File: config.mk
export PLATFORM = sky130hd
export DESIGN_NAME = mips_cpu_bus
export DESIGN_NICKNAME = d
export VERILOG_FILES = /design/src/logic/mips_isa_pkg.sv /design/src/logic/cpu_bus_pkg.sv /design/src/logic/control_unit.sv /design/src/logic/register_file.sv /design/src/logic/alu.sv /design/src/logic/load_store_align.sv /design/src/logic/mips_cpu_bus.sv
export SDC_FILE = /design/constraint.sdc
export NUM_CORES = 2
export LEC_CHECK = 0
export BUFFER_PORTS_ARGS = -buffer_cell sky130_fd_sc_hd__buf_2
export CAP_MARGIN = 25
export CORE_MARGIN = 8
export CORE_UTILIZATION = 30
export CTS_BUF_LIST = sky130_fd_sc_hd__clkbuf_16
export CTS_CLUSTER_SIZE = 16
export DETAILED_ROUTE_END_ITERATION = 10
export HOLD_SLACK_MARGIN = 0.03
export PLACE_DENSITY = 0.51
export SKIP_CTS_REPAIR_TIMING = 1
export SLEW_MARGIN = 25
export SYNTH_ARGS = -nofsm -noshare
export SYNTH_HDL_FRONTEND = slang
export SYNTH_SLANG_ARGS = --single-unit
File: constraint.sdc
create_clock -name clk -period 18.8 [get_ports clk]
set_clock_uncertainty 0.1 [all_clocks]
set_input_delay 3.76 -clock clk [delete_from_list [all_inputs] [get_ports clk]]
set_output_delay 3.76 -clock clk [all_outputs]
set_load 0.02 [all_outputs]
File: src/logic/mips_isa_pkg.sv
package mips_isa_pkg;

    typedef logic [31:0] word_t;     // data or address word
    typedef logic [4:0]  reg_idx_t;
    typedef logic [5:0]  opcode_t;
    typedef logic [5:0]  funct_t;
    typedef logic [4:0]  shamt_t;

    // primary opcodes
    localparam opcode_t op_special = 6'h00;
    localparam opcode_t op_j       = 6'h02;
    localparam opcode_t op_jal     = 6'h03;
    localparam opcode_t op_beq     = 6'h04;
    localparam opcode_t op_bne     = 6'h05;
    localparam opcode_t op_addiu   = 6'h09;
    localparam opcode_t op_slti    = 6'h0a;
    localparam opcode_t op_sltiu   = 6'h0b;
    localparam opcode_t op_andi    = 6'h0c;
    localparam opcode_t op_ori     = 6'h0d;
    localparam opcode_t op_xori    = 6'h0e;
    localparam opcode_t op_lui     = 6'h0f;
    localparam opcode_t op_lb      = 6'h20;
    localparam opcode_t op_lh      = 6'h21;
    localparam opcode_t op_lw      = 6'h23;
    localparam opcode_t op_lbu     = 6'h24;
    localparam opcode_t op_lhu     = 6'h25;
    localparam opcode_t op_sb      = 6'h28;
    localparam opcode_t op_sh      = 6'h29;
    localparam opcode_t op_sw      = 6'h2b;

    // special (r-type) function codes
    localparam funct_t fn_sll  = 6'h00;
    localparam funct_t fn_srl  = 6'h02;
    localparam funct_t fn_sra  = 6'h03;
    localparam funct_t fn_jr   = 6'h08;
    localparam funct_t fn_jalr = 6'h09;
    localparam funct_t fn_addu = 6'h21;
    localparam funct_t fn_subu = 6'h23;
    localparam funct_t fn_and  = 6'h24;
    localparam funct_t fn_or   = 6'h25;
    localparam funct_t fn_xor  = 6'h26;
    localparam funct_t fn_nor  = 6'h27;
    localparam funct_t fn_slt  = 6'h2a;
    localparam funct_t fn_sltu = 6'h2b;

    typedef enum logic [3:0] {
        alu_add, alu_sub, alu_and, alu_or, alu_xor, alu_nor,
        alu_slt, alu_sltu, alu_sll, alu_srl, alu_sra, alu_lui
    } alu_op_t;

    typedef enum logic [1:0] {size_byte, size_half, size_word} mem_size_t;

    typedef enum logic [1:0] {wb_alu, wb_load, wb_link} wb_src_t;

    typedef struct packed {
        alu_op_t   alu_op;
        logic      alu_src_imm;
        logic      imm_signed;
        logic      reg_dst_rd;
        logic      link;          // destination is $31
        logic      reg_write;
        mem_size_t mem_size;
        logic      load_signed;
        wb_src_t   wb_src;
        logic      branch;
        logic      branch_ne;
        logic      jump;
        logic      jump_reg;
        logic      ir_write;
        logic      pc_write;
        logic      bus_read;
        logic      bus_write;
        logic      addr_from_pc;
    } ctrl_t;

endpackage

File: src/logic/cpu_bus_pkg.sv
package cpu_bus_pkg;

    typedef logic [31:0] bus_addr_t;
    typedef logic [31:0] bus_data_t;
    typedef logic [3:0]  byte_en_t;    // one bit per byte lane

    // master to slave
    typedef struct packed {
        bus_addr_t address;     // always word aligned
        logic      read;
        logic      write;
        bus_data_t writedata;
        byte_en_t  byteenable;
    } avalon_req_t;

    // slave to master
    typedef struct packed {
        bus_data_t readdata;    // valid when waitrequest is low
        logic      waitrequest;
    } avalon_rsp_t;

endpackage

File: src/logic/control_unit.sv
module control_unit (
    input  logic                clk,
    input  logic                arst_n,
    input  mips_isa_pkg::word_t instr,
    input  logic                zero,
    input  logic                waitrequest,
    input  logic                pc_is_zero,
    output logic                active,
    output mips_isa_pkg::ctrl_t ctrl
);
    import mips_isa_pkg::*;

    typedef enum logic [2:0] {
        st_halted, st_start, st_fetch, st_decode, st_execute, st_mem
    } state_t;

    state_t  state;
    state_t  state_next;
    ctrl_t   dec;          // decoded fields, not yet qualified by state
    opcode_t opcode;
    funct_t  funct;
    logic    advance;
    logic    is_mem;
    logic    retire;       // last cycle of the instruction

    assign opcode  = instr[31:26];
    assign funct   = instr[5:0];
    assign advance = !waitrequest;
    assign is_mem  = dec.bus_read | dec.bus_write;
    assign retire  = advance && (is_mem ? state == st_mem : state == st_execute);

    always_comb begin
        case (state)
            st_halted:  state_next = pc_is_zero ? st_halted : st_start;
            st_start:   state_next = st_fetch;
            st_fetch:   state_next = pc_is_zero ? st_halted : st_decode;  // jump to 0 ends the run
            st_decode:  state_next = st_execute;
            st_execute: state_next = is_mem ? st_mem : st_fetch;
            st_mem:     state_next = st_fetch;
            default:    state_next = st_halted;
        endcase
    end

    always_ff @(posedge clk or negedge arst_n) begin
        if (!arst_n) begin
            state  <= st_halted;
            active <= 1'b0;
        end else if (advance) begin
            state  <= state_next;
            active <= state_next != st_halted;
        end
    end

    // instruction decoder
    always_comb begin
        dec          = '0;
        dec.alu_op   = alu_add;
        dec.mem_size = size_word;
        dec.wb_src   = wb_alu;
        case (opcode)
            op_special: begin
                dec.reg_dst_rd = 1'b1;
                dec.reg_write  = 1'b1;
                case (funct)
                    fn_addu: dec.alu_op = alu_add;
                    fn_subu: dec.alu_op = alu_sub;
                    fn_and:  dec.alu_op = alu_and;
                    fn_or:   dec.alu_op = alu_or;
                    fn_xor:  dec.alu_op = alu_xor;
                    fn_nor:  dec.alu_op = alu_nor;
                    fn_slt:  dec.alu_op = alu_slt;
                    fn_sltu: dec.alu_op = alu_sltu;
                    fn_sll:  dec.alu_op = alu_sll;
                    fn_srl:  dec.alu_op = alu_srl;
                    fn_sra:  dec.alu_op = alu_sra;
                    fn_jr: begin
                        dec.jump      = 1'b1;
                        dec.jump_reg  = 1'b1;
                        dec.reg_write = 1'b0;
                    end
                    fn_jalr: begin
                        dec.jump     = 1'b1;
                        dec.jump_reg = 1'b1;
                        dec.wb_src   = wb_link;
                    end
                    default: dec.reg_write = 1'b0;  // unsupported funct acts as nop
                endcase
            end
            op_j:   dec.jump = 1'b1;
            op_jal: begin
                dec.jump      = 1'b1;
                dec.link      = 1'b1;
                dec.reg_write = 1'b1;
                dec.wb_src    = wb_link;
            end
            op_beq, op_bne: begin
                dec.alu_op    = alu_sub;    // compare by subtraction
                dec.branch    = 1'b1;
                dec.branch_ne = opcode == op_bne;
            end
            op_addiu, op_slti, op_sltiu, op_andi, op_ori, op_xori, op_lui: begin
                dec.alu_src_imm = 1'b1;
                dec.reg_write   = 1'b1;
                dec.imm_signed  = opcode inside {op_addiu, op_slti, op_sltiu};
                case (opcode)
                    op_slti:  dec.alu_op = alu_slt;
                    op_sltiu: dec.alu_op = alu_sltu;
                    op_andi:  dec.alu_op = alu_and;
                    op_ori:   dec.alu_op = alu_or;
                    op_xori:  dec.alu_op = alu_xor;
                    op_lui:   dec.alu_op = alu_lui;
                    default:  dec.alu_op = alu_add;
                endcase
            end
            op_lb, op_lbu, op_lh, op_lhu, op_lw: begin
                dec.alu_src_imm = 1'b1;
                dec.imm_signed  = 1'b1;
                dec.reg_write   = 1'b1;
                dec.wb_src      = wb_load;
                dec.bus_read    = 1'b1;
                dec.load_signed = opcode inside {op_lb, op_lh};
                dec.mem_size    = opcode inside {op_lb, op_lbu} ? size_byte :
                                  opcode inside {op_lh, op_lhu} ? size_half : size_word;
            end
            op_sb, op_sh, op_sw: begin
                dec.alu_src_imm = 1'b1;
                dec.imm_signed  = 1'b1;
                dec.bus_write   = 1'b1;
                dec.mem_size    = opcode == op_sb ? size_byte :
                                  opcode == op_sh ? size_half : size_word;
            end
            default: ;
        endcase
    end

    // qualify by state and bus progress
    always_comb begin
        ctrl              = dec;
        ctrl.addr_from_pc = state == st_fetch;
        ctrl.ir_write     = state == st_fetch && advance && !pc_is_zero;
        ctrl.bus_read     = (state == st_fetch && !pc_is_zero) || (state == st_mem && dec.bus_read);
        ctrl.bus_write    = state == st_mem && dec.bus_write;
        ctrl.branch       = dec.branch && (zero ^ dec.branch_ne) && advance
                            && state == st_execute;
        ctrl.jump         = dec.jump && advance && state == st_execute;
        ctrl.reg_write    = dec.reg_write && retire;
        ctrl.pc_write     = retire;
    end

endmodule

File: src/logic/register_file.sv
module register_file (
    input  logic                   clk,
    input  logic                   arst_n,
    input  mips_isa_pkg::reg_idx_t rs_idx,
    input  mips_isa_pkg::reg_idx_t rt_idx,
    input  mips_isa_pkg::reg_idx_t wr_idx,
    input  logic                   wr_en,
    input  mips_isa_pkg::word_t    wr_data,
    output mips_isa_pkg::word_t    rs_data,
    output mips_isa_pkg::word_t    rt_data,
    output mips_isa_pkg::word_t    v0
);
    import mips_isa_pkg::*;

    word_t regs [32];

    // reads are combinational
    assign rs_data = regs[rs_idx];
    assign rt_data = regs[rt_idx];
    assign v0      = regs[2];

    always_ff @(posedge clk or negedge arst_n) begin
        if (!arst_n) begin
            for (int i = 0; i < 32; i++) begin
                regs[i] <= '0;
            end
        end else if (wr_en && wr_idx != '0) begin  // $0 stays zero
            regs[wr_idx] <= wr_data;
        end
    end

endmodule

File: src/logic/alu.sv
module alu (
    input  mips_isa_pkg::word_t   a,
    input  mips_isa_pkg::word_t   b,
    input  mips_isa_pkg::shamt_t  shamt,
    input  mips_isa_pkg::alu_op_t op,
    output mips_isa_pkg::word_t   result,
    output logic                  zero
);
    import mips_isa_pkg::*;

    logic lt_signed;
    logic lt_unsigned;

    assign lt_signed   = $signed(a) < $signed(b);
    assign lt_unsigned = a < b;

    always_comb begin
        case (op)
            alu_add:  result = a + b;
            alu_sub:  result = a - b;
            alu_and:  result = a & b;
            alu_or:   result = a | b;
            alu_xor:  result = a ^ b;
            alu_nor:  result = ~(a | b);
            alu_slt:  result = {31'b0, lt_signed};
            alu_sltu: result = {31'b0, lt_unsigned};
            // shifts act on the rt operand
            alu_sll:  result = b << shamt;
            alu_srl:  result = b >> shamt;
            alu_sra:  result = $signed(b) >>> shamt;
            alu_lui:  result = {b[15:0], 16'h0000};
            default:  result = a + b;
        endcase
    end

    assign zero = result == '0;  // beq/bne compare

endmodule

File: src/logic/load_store_align.sv
module load_store_align (
    input  logic [1:0]                addr_low,
    input  mips_isa_pkg::mem_size_t   size,
    input  logic                      load_signed,
    input  mips_isa_pkg::word_t       store_data,
    input  mips_isa_pkg::word_t       readdata,
    output mips_isa_pkg::word_t       writedata,
    output cpu_bus_pkg::byte_en_t     byteenable,
    output mips_isa_pkg::word_t       load_data
);
    import mips_isa_pkg::*;

    logic [15:0] half_sel;
    logic [7:0]  byte_sel;

    // store side, little-endian lanes
    always_comb begin
        case (size)
            size_byte: begin
                writedata  = {4{store_data[7:0]}};
                byteenable = 4'b0001 << addr_low;
            end
            size_half: begin
                writedata  = {2{store_data[15:0]}};
                byteenable = addr_low[1] ? 4'b1100 : 4'b0011;
            end
            default: begin
                writedata  = store_data;
                byteenable = 4'b1111;
            end
        endcase
    end

    // load side
    assign half_sel = addr_low[1] ? readdata[31:16] : readdata[15:0];
    assign byte_sel = addr_low[0] ? half_sel[15:8] : half_sel[7:0];

    always_comb begin
        case (size)
            size_byte: load_data = {{24{load_signed & byte_sel[7]}}, byte_sel};
            size_half: load_data = {{16{load_signed & half_sel[15]}}, half_sel};
            default:   load_data = readdata;
        endcase
    end

endmodule

File: src/logic/mips_cpu_bus.sv
module mips_cpu_bus #(
    parameter mips_isa_pkg::word_t reset_vector = 32'hbfc0_0000
) (
    input  logic                     clk,
    input  logic                     arst_n,
    input  cpu_bus_pkg::avalon_rsp_t bus_rsp,
    output logic                     active,
    output mips_isa_pkg::word_t      register_v0,
    output cpu_bus_pkg::avalon_req_t bus_req
);
    import mips_isa_pkg::*;
    import cpu_bus_pkg::*;

    ctrl_t    ctrl;
    word_t    pc;
    word_t    pc_plus4;
    word_t    instr_reg;
    word_t    delay_target;      // where the pc goes after the delay slot
    logic     delay_pending;
    word_t    branch_target;
    word_t    jump_target;
    word_t    next_target;
    word_t    imm_ext;
    word_t    rs_data;
    word_t    rt_data;
    word_t    alu_b;
    word_t    alu_result;
    logic     alu_zero;
    word_t    load_data;
    word_t    store_lanes;
    byte_en_t lane_en;
    word_t    mem_addr;
    reg_idx_t wr_idx;
    word_t    wb_data;

    control_unit ctrl0 (
        .clk         (clk),
        .arst_n      (arst_n),
        .instr       (instr_reg),
        .zero        (alu_zero),
        .waitrequest (bus_rsp.waitrequest),
        .pc_is_zero  (pc == '0),
        .active      (active),
        .ctrl        (ctrl)
    );

    // instruction register, loaded as the fetch completes
    always_ff @(posedge clk) begin
        if (ctrl.ir_write) begin
            instr_reg <= bus_rsp.readdata;
        end
    end

    assign pc_plus4      = pc + 32'd4;
    assign branch_target = pc_plus4 + {{14{instr_reg[15]}}, instr_reg[15:0], 2'b00};
    assign jump_target   = {pc_plus4[31:28], instr_reg[25:0], 2'b00};
    assign next_target   = ctrl.branch   ? branch_target :
                           ctrl.jump_reg ? rs_data : jump_target;

    always_ff @(posedge clk or negedge arst_n) begin
        if (!arst_n) begin
            pc            <= reset_vector;
            delay_pending <= 1'b0;
        end else begin
            if (ctrl.pc_write) begin
                pc <= delay_pending ? delay_target : pc_plus4;
            end
            if (ctrl.branch || ctrl.jump) begin
                delay_pending <= 1'b1;   // taken, delay slot runs first
            end else if (ctrl.pc_write) begin
                delay_pending <= 1'b0;
            end
        end
    end

    always_ff @(posedge clk) begin
        if (ctrl.branch || ctrl.jump) begin
            delay_target <= next_target;
        end
    end

    register_file regs0 (
        .clk     (clk),
        .arst_n  (arst_n),
        .rs_idx  (instr_reg[25:21]),
        .rt_idx  (instr_reg[20:16]),
        .wr_idx  (wr_idx),
        .wr_en   (ctrl.reg_write),
        .wr_data (wb_data),
        .rs_data (rs_data),
        .rt_data (rt_data),
        .v0      (register_v0)
    );

    assign imm_ext = ctrl.imm_signed ? {{16{instr_reg[15]}}, instr_reg[15:0]}
                                     : {16'h0000, instr_reg[15:0]};
    assign alu_b   = ctrl.alu_src_imm ? imm_ext : rt_data;

    alu alu0 (
        .a      (rs_data),
        .b      (alu_b),
        .shamt  (instr_reg[10:6]),
        .op     (ctrl.alu_op),
        .result (alu_result),
        .zero   (alu_zero)
    );

    load_store_align lsa0 (
        .addr_low    (alu_result[1:0]),
        .size        (ctrl.mem_size),
        .load_signed (ctrl.load_signed),
        .store_data  (rt_data),
        .readdata    (bus_rsp.readdata),
        .writedata   (store_lanes),
        .byteenable  (lane_en),
        .load_data   (load_data)
    );

    // destination: $31 for jal, rd for r-type, else rt
    assign wr_idx = ctrl.link       ? 5'd31 :
                    ctrl.reg_dst_rd ? instr_reg[15:11] : instr_reg[20:16];

    always_comb begin
        case (ctrl.wb_src)
            wb_load: wb_data = load_data;
            wb_link: wb_data = pc + 32'd8;   // skips the delay slot
            default: wb_data = alu_result;
        endcase
    end

    assign mem_addr = ctrl.addr_from_pc ? pc : alu_result;

    assign bus_req.address    = {mem_addr[31:2], 2'b00};
    assign bus_req.read       = ctrl.bus_read;
    assign bus_req.write      = ctrl.bus_write;
    assign bus_req.writedata  = store_lanes;
    assign bus_req.byteenable = ctrl.addr_from_pc ? 4'b1111 : lane_en;  // fetch reads the whole word

endmodule

* After elaboration in Yosys (flattened, before gate mapping) *
Cells that the tools add are included.

cells by class
  order comparisons = 6
  muxes and demuxes = 55
  bitwise gates (word level) = 11
  equal/unequal tests = 50
  shifts and indexed selects = 4
  $add $sub $neg = 5
  reductions and logical operators = 41

operator list
  operator                                                                count
  1024-bit bitwise mux                                                    1
  32-bit 2-to-1 mux                                                       11
  32-bit one-hot mux with 11 select lines                                 1
  32-bit binary-select mux with 5-bit select                              2
  32-bit one-hot mux with 2 select lines                                  3
  32-bit demux with 5-bit select                                          1
  6-bit equality test (second input constant)                             16
  32-bit adder                                                            2
  32-bit logical NOT                                                      2
  32-bit < comparator                                                     2
  6-bit by 4-bit equality test with 1-bit output (second input constant)  9
  4-bit one-hot mux with 10 select lines                                  1
  32-bit by 3-bit adder with 32-bit output (second input constant)        1
  32-bit by 4-bit adder with 32-bit output (second input constant)        1
  32-bit bitwise AND                                                      1
  32-bit inverter                                                         1
  32-bit OR                                                               1
  32-bit by 5-bit << shifter with 32-bit output                           1
  32-bit by 5-bit right shift with 32-bit output                          1
  32-bit by 5-bit >>> shifter with 32-bit output                          1
  32-bit subtractor                                                       1
  32-bit XOR                                                              1
  6-bit by 2-bit equality test with 1-bit output (second input constant)  4
  4-bit one-hot mux with 6 select lines                                   1
  46 further kinds                                                        106

storage, ports and cells
  input bits = 35
  bits in registers = 1125
  logic and storage cells = 210
  output and inout bits = 103

* Depth between registers and ports, before layout *
  depth in word-level cells = 15
  mapped depth = 31
  depth with buffers taken out = 25

* Modules after synthesis *
A second synthesis with hierarchy kept.

second synthesis, totals
  cell total of the unflattened synthesis = 7418
  area total of the unflattened synthesis = 76936.3 sq um

modules (own cells, without submodules)
  module            times used  cells each  area an instance (sq um)  seq. area each (sq um)
  register_file     1           4633        55762.2                   25624.6
  alu               1           1499        10695.3                   0.0
  mips_cpu_bus      1           1010        8585.7                    2758.9
  load_store_align  1           149         1043.5                    0.0
  control_unit      1           127         849.6                     100.1

* Worst setup path before layout *
Ideal clock, no wire load.

  path kind = register to output
  from = reg instr_reg[21]
  to = out bus_req[68] (netlist bit)
  path slack = 8264 ps
  path buffers = 4
  stages on the path, launching flop included = 26
  data required time = 14940 ps
  arrival time = 6676 ps
  cell sequence = edfxtp_1 clkbuf_1 clkbuf_1 buf_1 clkbuf_1 mux4_2 mux4_2 mux2i_1 inv_1 ha_1 inv_1 fa_1 nor2b_1 o31a_1 o2111a_1 o21a_1 o41a_1 o21ai_0 a21oi_1 a311oi_1 o21ai_0 o211ai_1 mux2i_1 o21ai_0 nor2_1 nor2_1

RTL lines
  item                    RTL line            text
  from (decl)             mips_cpu_bus.sv:17  word_t instr_reg;
  from (signal assigned)  mips_cpu_bus.sv:50  instr_reg <= bus_rsp.readdata;
  to (decl)               mips_cpu_bus.sv:9   output cpu_bus_pkg::avalon_req_t bus_req

==> out/metrics.yaml <==
root_buffer: "clkbuf_16"
vias: 66416
startpoint: "instr_reg[18]$_DFFE_PP_"
syn_area_sq_um: 72800
antenna_left: 0
relSlewSlack_pct: 8.11
final_common_cell: "nand2_1"
dieWidth_microns: 509
ys_types: 115
min_path_cells: 0
async_reset_ff_share_pct: 94.3
yosysTopAreaCell: "dfrtp_1"
seq_area_frac_synth_pct: 39.1
hold_class: "reg -> reg"
crit_end: "bus_req[68]"
drc: 0
finalSetupTns_ns: 0
path_cells: "buf_4 -> buf_12 -> buf_4 -> mux2i_1 -> a22oi_1 -> nand2_1 -> o211ai_1 -> buf_4 -> nor2_1 -> nor2_1 -> ha_1 -> a21oi_1 -> o21bai_1 -> a2111oi_0 -> a21oi_1 -> a311oi_1 -> o21ai_0 -> nand4_1 -> nand3b_1 -> a2111oi_0 -> o21ai_0 -> nor2_1 -> nor2_1 -> buf_2"
fin_crit_sh_pct: 74.8
finalSetupViolCount: 0
power_density_nw_per_um2: 107
syn2layout_area_growth_pct: 12.1
hold_viol_final: 0
largest_reg_flops: 992
worst_setup_path_start_kind: "register"
drt-wirelength-per-cell_microns: 35.0
final_cell_mix: "nand2_1, dfrtp_1, o21ai_0"
clkPwrFrac_pct: 30.9
path_delay_family: "compound AO/OA/AOI/OAI gates"
path_max_fanout: 103
clock_latency_ns: 0.86
maxCapViolations: 0
path_depth: 24
clk_pin_slew_ns: 0.07
p_sw_mw: 3.75
finalMaxSlewViolations: 0
drive_above_1_share_pct: 16.0
place_area_sq_um: 77000
cp-end-kind: "primary output"
fmax_mhz: 71.1
num_io_pins: 138
clock-sinks: 1125
core_sq_um: 242000
synthTopCellsByArea: "dfrtp_1, mux4_2, mux2i_1"
critPathRequiredTime_ns: 14.94
grt_remaining_overflow: 0
switching_share_pct: 42.8
grt_pass1_wl_microns: 523000
start_util_pct: 30.1
syn_inst: 7717
slowest_stage: "edfxtp_1"
dp_hpwl_microns: 263000
rrSetupSlack_ns: 7.21
p_leak_nw: 34.5
viasPerCell: 6.14
fin_area_sq_um: 81600
top_register: "regs0.regs"
gp_congestion: 1.08
wl_microns: 378000
grt_pass1_vias: 63874
synth.avg_cell_area_sq_um: 9.44
outcome: "complete, no violations"
die_h_microns: 509
synth_flop_cell: "dfrtp_1"
cp.arrival_ns: 10.21
internal_power_mw: 5.02
seqPwrFrac_pct: 30.6
antenna_found_initial: 31
grt_use_total_pct: 28.3
pwr-share-comb_pct: 38.5
cts_tree: "built"
port_buffers: 135
synth_edf_count: 64
firstDrtPassIters: 6
dieArea_sq_um: 259000
grt_max_degree: 182
synth_top_area_share_pct: 36.1
finalCriticalPeriod_ns: 14.07
r2r-start: "instr_reg[18]$_DFFE_PP_"
max_stage_delay_ns: 0.91
rr_worst_depth: 26
timing.rr.end: "delay_target[20]$_DFFE_PP_"
rsz0062_at_grt: "false"
cts_buffer_depth: 3
ys_ff_latch: 1125
cp.buffers_inverters: 5
ir_drop_mv: 0.0991
fin_nets: 7656
htree_levels: 4
cpMostUsedCell: "nor2_1"
rows: 181
critPathKind: "reg -> out"
drt_iter0_drc: 8564
cts_inserted_buffers: 134
worst-slew-pin-transition_ns: 1.36
ys_warn_count: 0
-- kinds of logic (layout without fill, tap and decap cells) --
| logic type | Yosys count | after routing | synth area share, % |
|---|---|---|---|
| AO/OA/AOI/OAI | 2242 | 2242 | 18.6 |
| XOR/XNOR | 99 | 99 | 1.19 |
| adder cells (fa/ha/maj) | 136 | 136 | 2.37 |
| buffers and inverters | 913 | 784 | 5.42 |
| flip-flops | 1125 | 1125 | 39.1 |
| multiplexers | 998 | 998 | 20.2 |
| other | 1 | 22 | 0.00515 |
| AND/OR/NAND/NOR | 2203 | 2203 | 13.2 |
-- worst reg2reg max path, delay by kind of cell (launching register included) --
family,cells,cell delay [ns]
DFF,1,0.91
muxes,2,0.49
AOI/OAI and AO/OA,10,3.80
and+or+nand+nor,7,1.71
buffers and inverters,6,3.78
adders and majority gates,1,0.48
-- Yosys cell counts, types with 43 or more instances --
cell type / instances
nand2_1: 1316
dfrtp_1: 1052
o21ai_0: 841
mux2i_1: 567
clkbuf_1: 542
mux4_2: 368
nor2_1: 349
o21ai_1: 312
a21oi_1: 273
a22oi_1: 165
ha_1: 133
o22ai_1: 131
nand3_1: 130
inv_1: 125
nor3_1: 95
buf_2: 83
buf_4: 73
edfxtp_1: 64
o211ai_1: 61
mux2_2: 59
buf_1: 57
xnor2_1: 56
a211oi_1: 49
a221oi_1: 44
xor2_1: 43
-- metrics by stage --
step                      instances  util, %  worst slack (ns)  total power, mW  hold WS (ns)
after floorplan                7718        -              8.26             4.55         0.341
after global placement        10546     31.7              6.16             5.97         0.279
after detailed placement      10548     31.8              5.89             5.98         0.283
after CTS                     10788     33.6              4.96             8.70         0.298
after global routing          10797     33.7              4.40             9.02         0.307
final                         10811     33.7              4.73             8.77         0.298
-- power groups by stage --
stage / logic, mW / registers (mW) / clock network (mW)
global placement: 3.25 / 2.72 / 0
floorplan: 1.93 / 2.62 / 0
global route: 3.49 / 2.69 / 2.84
detailed placement: 3.26 / 2.72 / 0
CTS: 3.27 / 2.68 / 2.75
finish: 3.37 / 2.69 / 2.71
-- layer usage --
layer | routed length, microns | up-vias | global-route usage [%] | share of wire [%]
li1 | - | 27814 | - | -
met1 | 155000 | 33781 | 37.5 | 41
met2 | 164000 | 3846 | 42.5 | 43
met3 | 34700 | 965 | 6.80 | 9.2
met4 | 24500 | 10 | 15.5 | 6.5
met5 | 71 | - | 0 | 0.019
-- worst min path at each step --
stage / from / slack [ns] / endpoint
2_1_floorplan: regs0.regs[1011]$_DFFE_PN0P_ / 0.34 / regs0.regs[1011]$_DFFE_PN0P_
3_3_place_gp: regs0.regs[1011]$_DFFE_PN0P_ / 0.28 / regs0.regs[1011]$_DFFE_PN0P_
3_5_place_dp: regs0.regs[1011]$_DFFE_PN0P_ / 0.28 / regs0.regs[1011]$_DFFE_PN0P_
4_1_cts: regs0.regs[1011]$_DFFE_PN0P_ / 0.30 / regs0.regs[1011]$_DFFE_PN0P_
5_1_grt: regs0.regs[1014]$_DFFE_PN0P_ / 0.31 / regs0.regs[1014]$_DFFE_PN0P_
6_report: regs0.regs[1017]$_DFFE_PN0P_ / 0.30 / regs0.regs[1017]$_DFFE_PN0P_
-- final cells by class --
| class | count | area [sq um] |
|---|---|---|
| Sequential cell | 1125 | 28500 |
| Clock buffer | 135 | 3380 |
| Antenna cell | 20 | 50.0 |
| Tap cell | 3202 | 4010 |
| Timing Repair Buffer | 406 | 2870 |
| Fill cell | 24751 | 161000 |
| Multi-Input combinational cell | 5680 | 41200 |
| Clock inverter | 105 | 1110 |
| Inverter | 138 | 518 |
(Power assumes the default switching activity.)
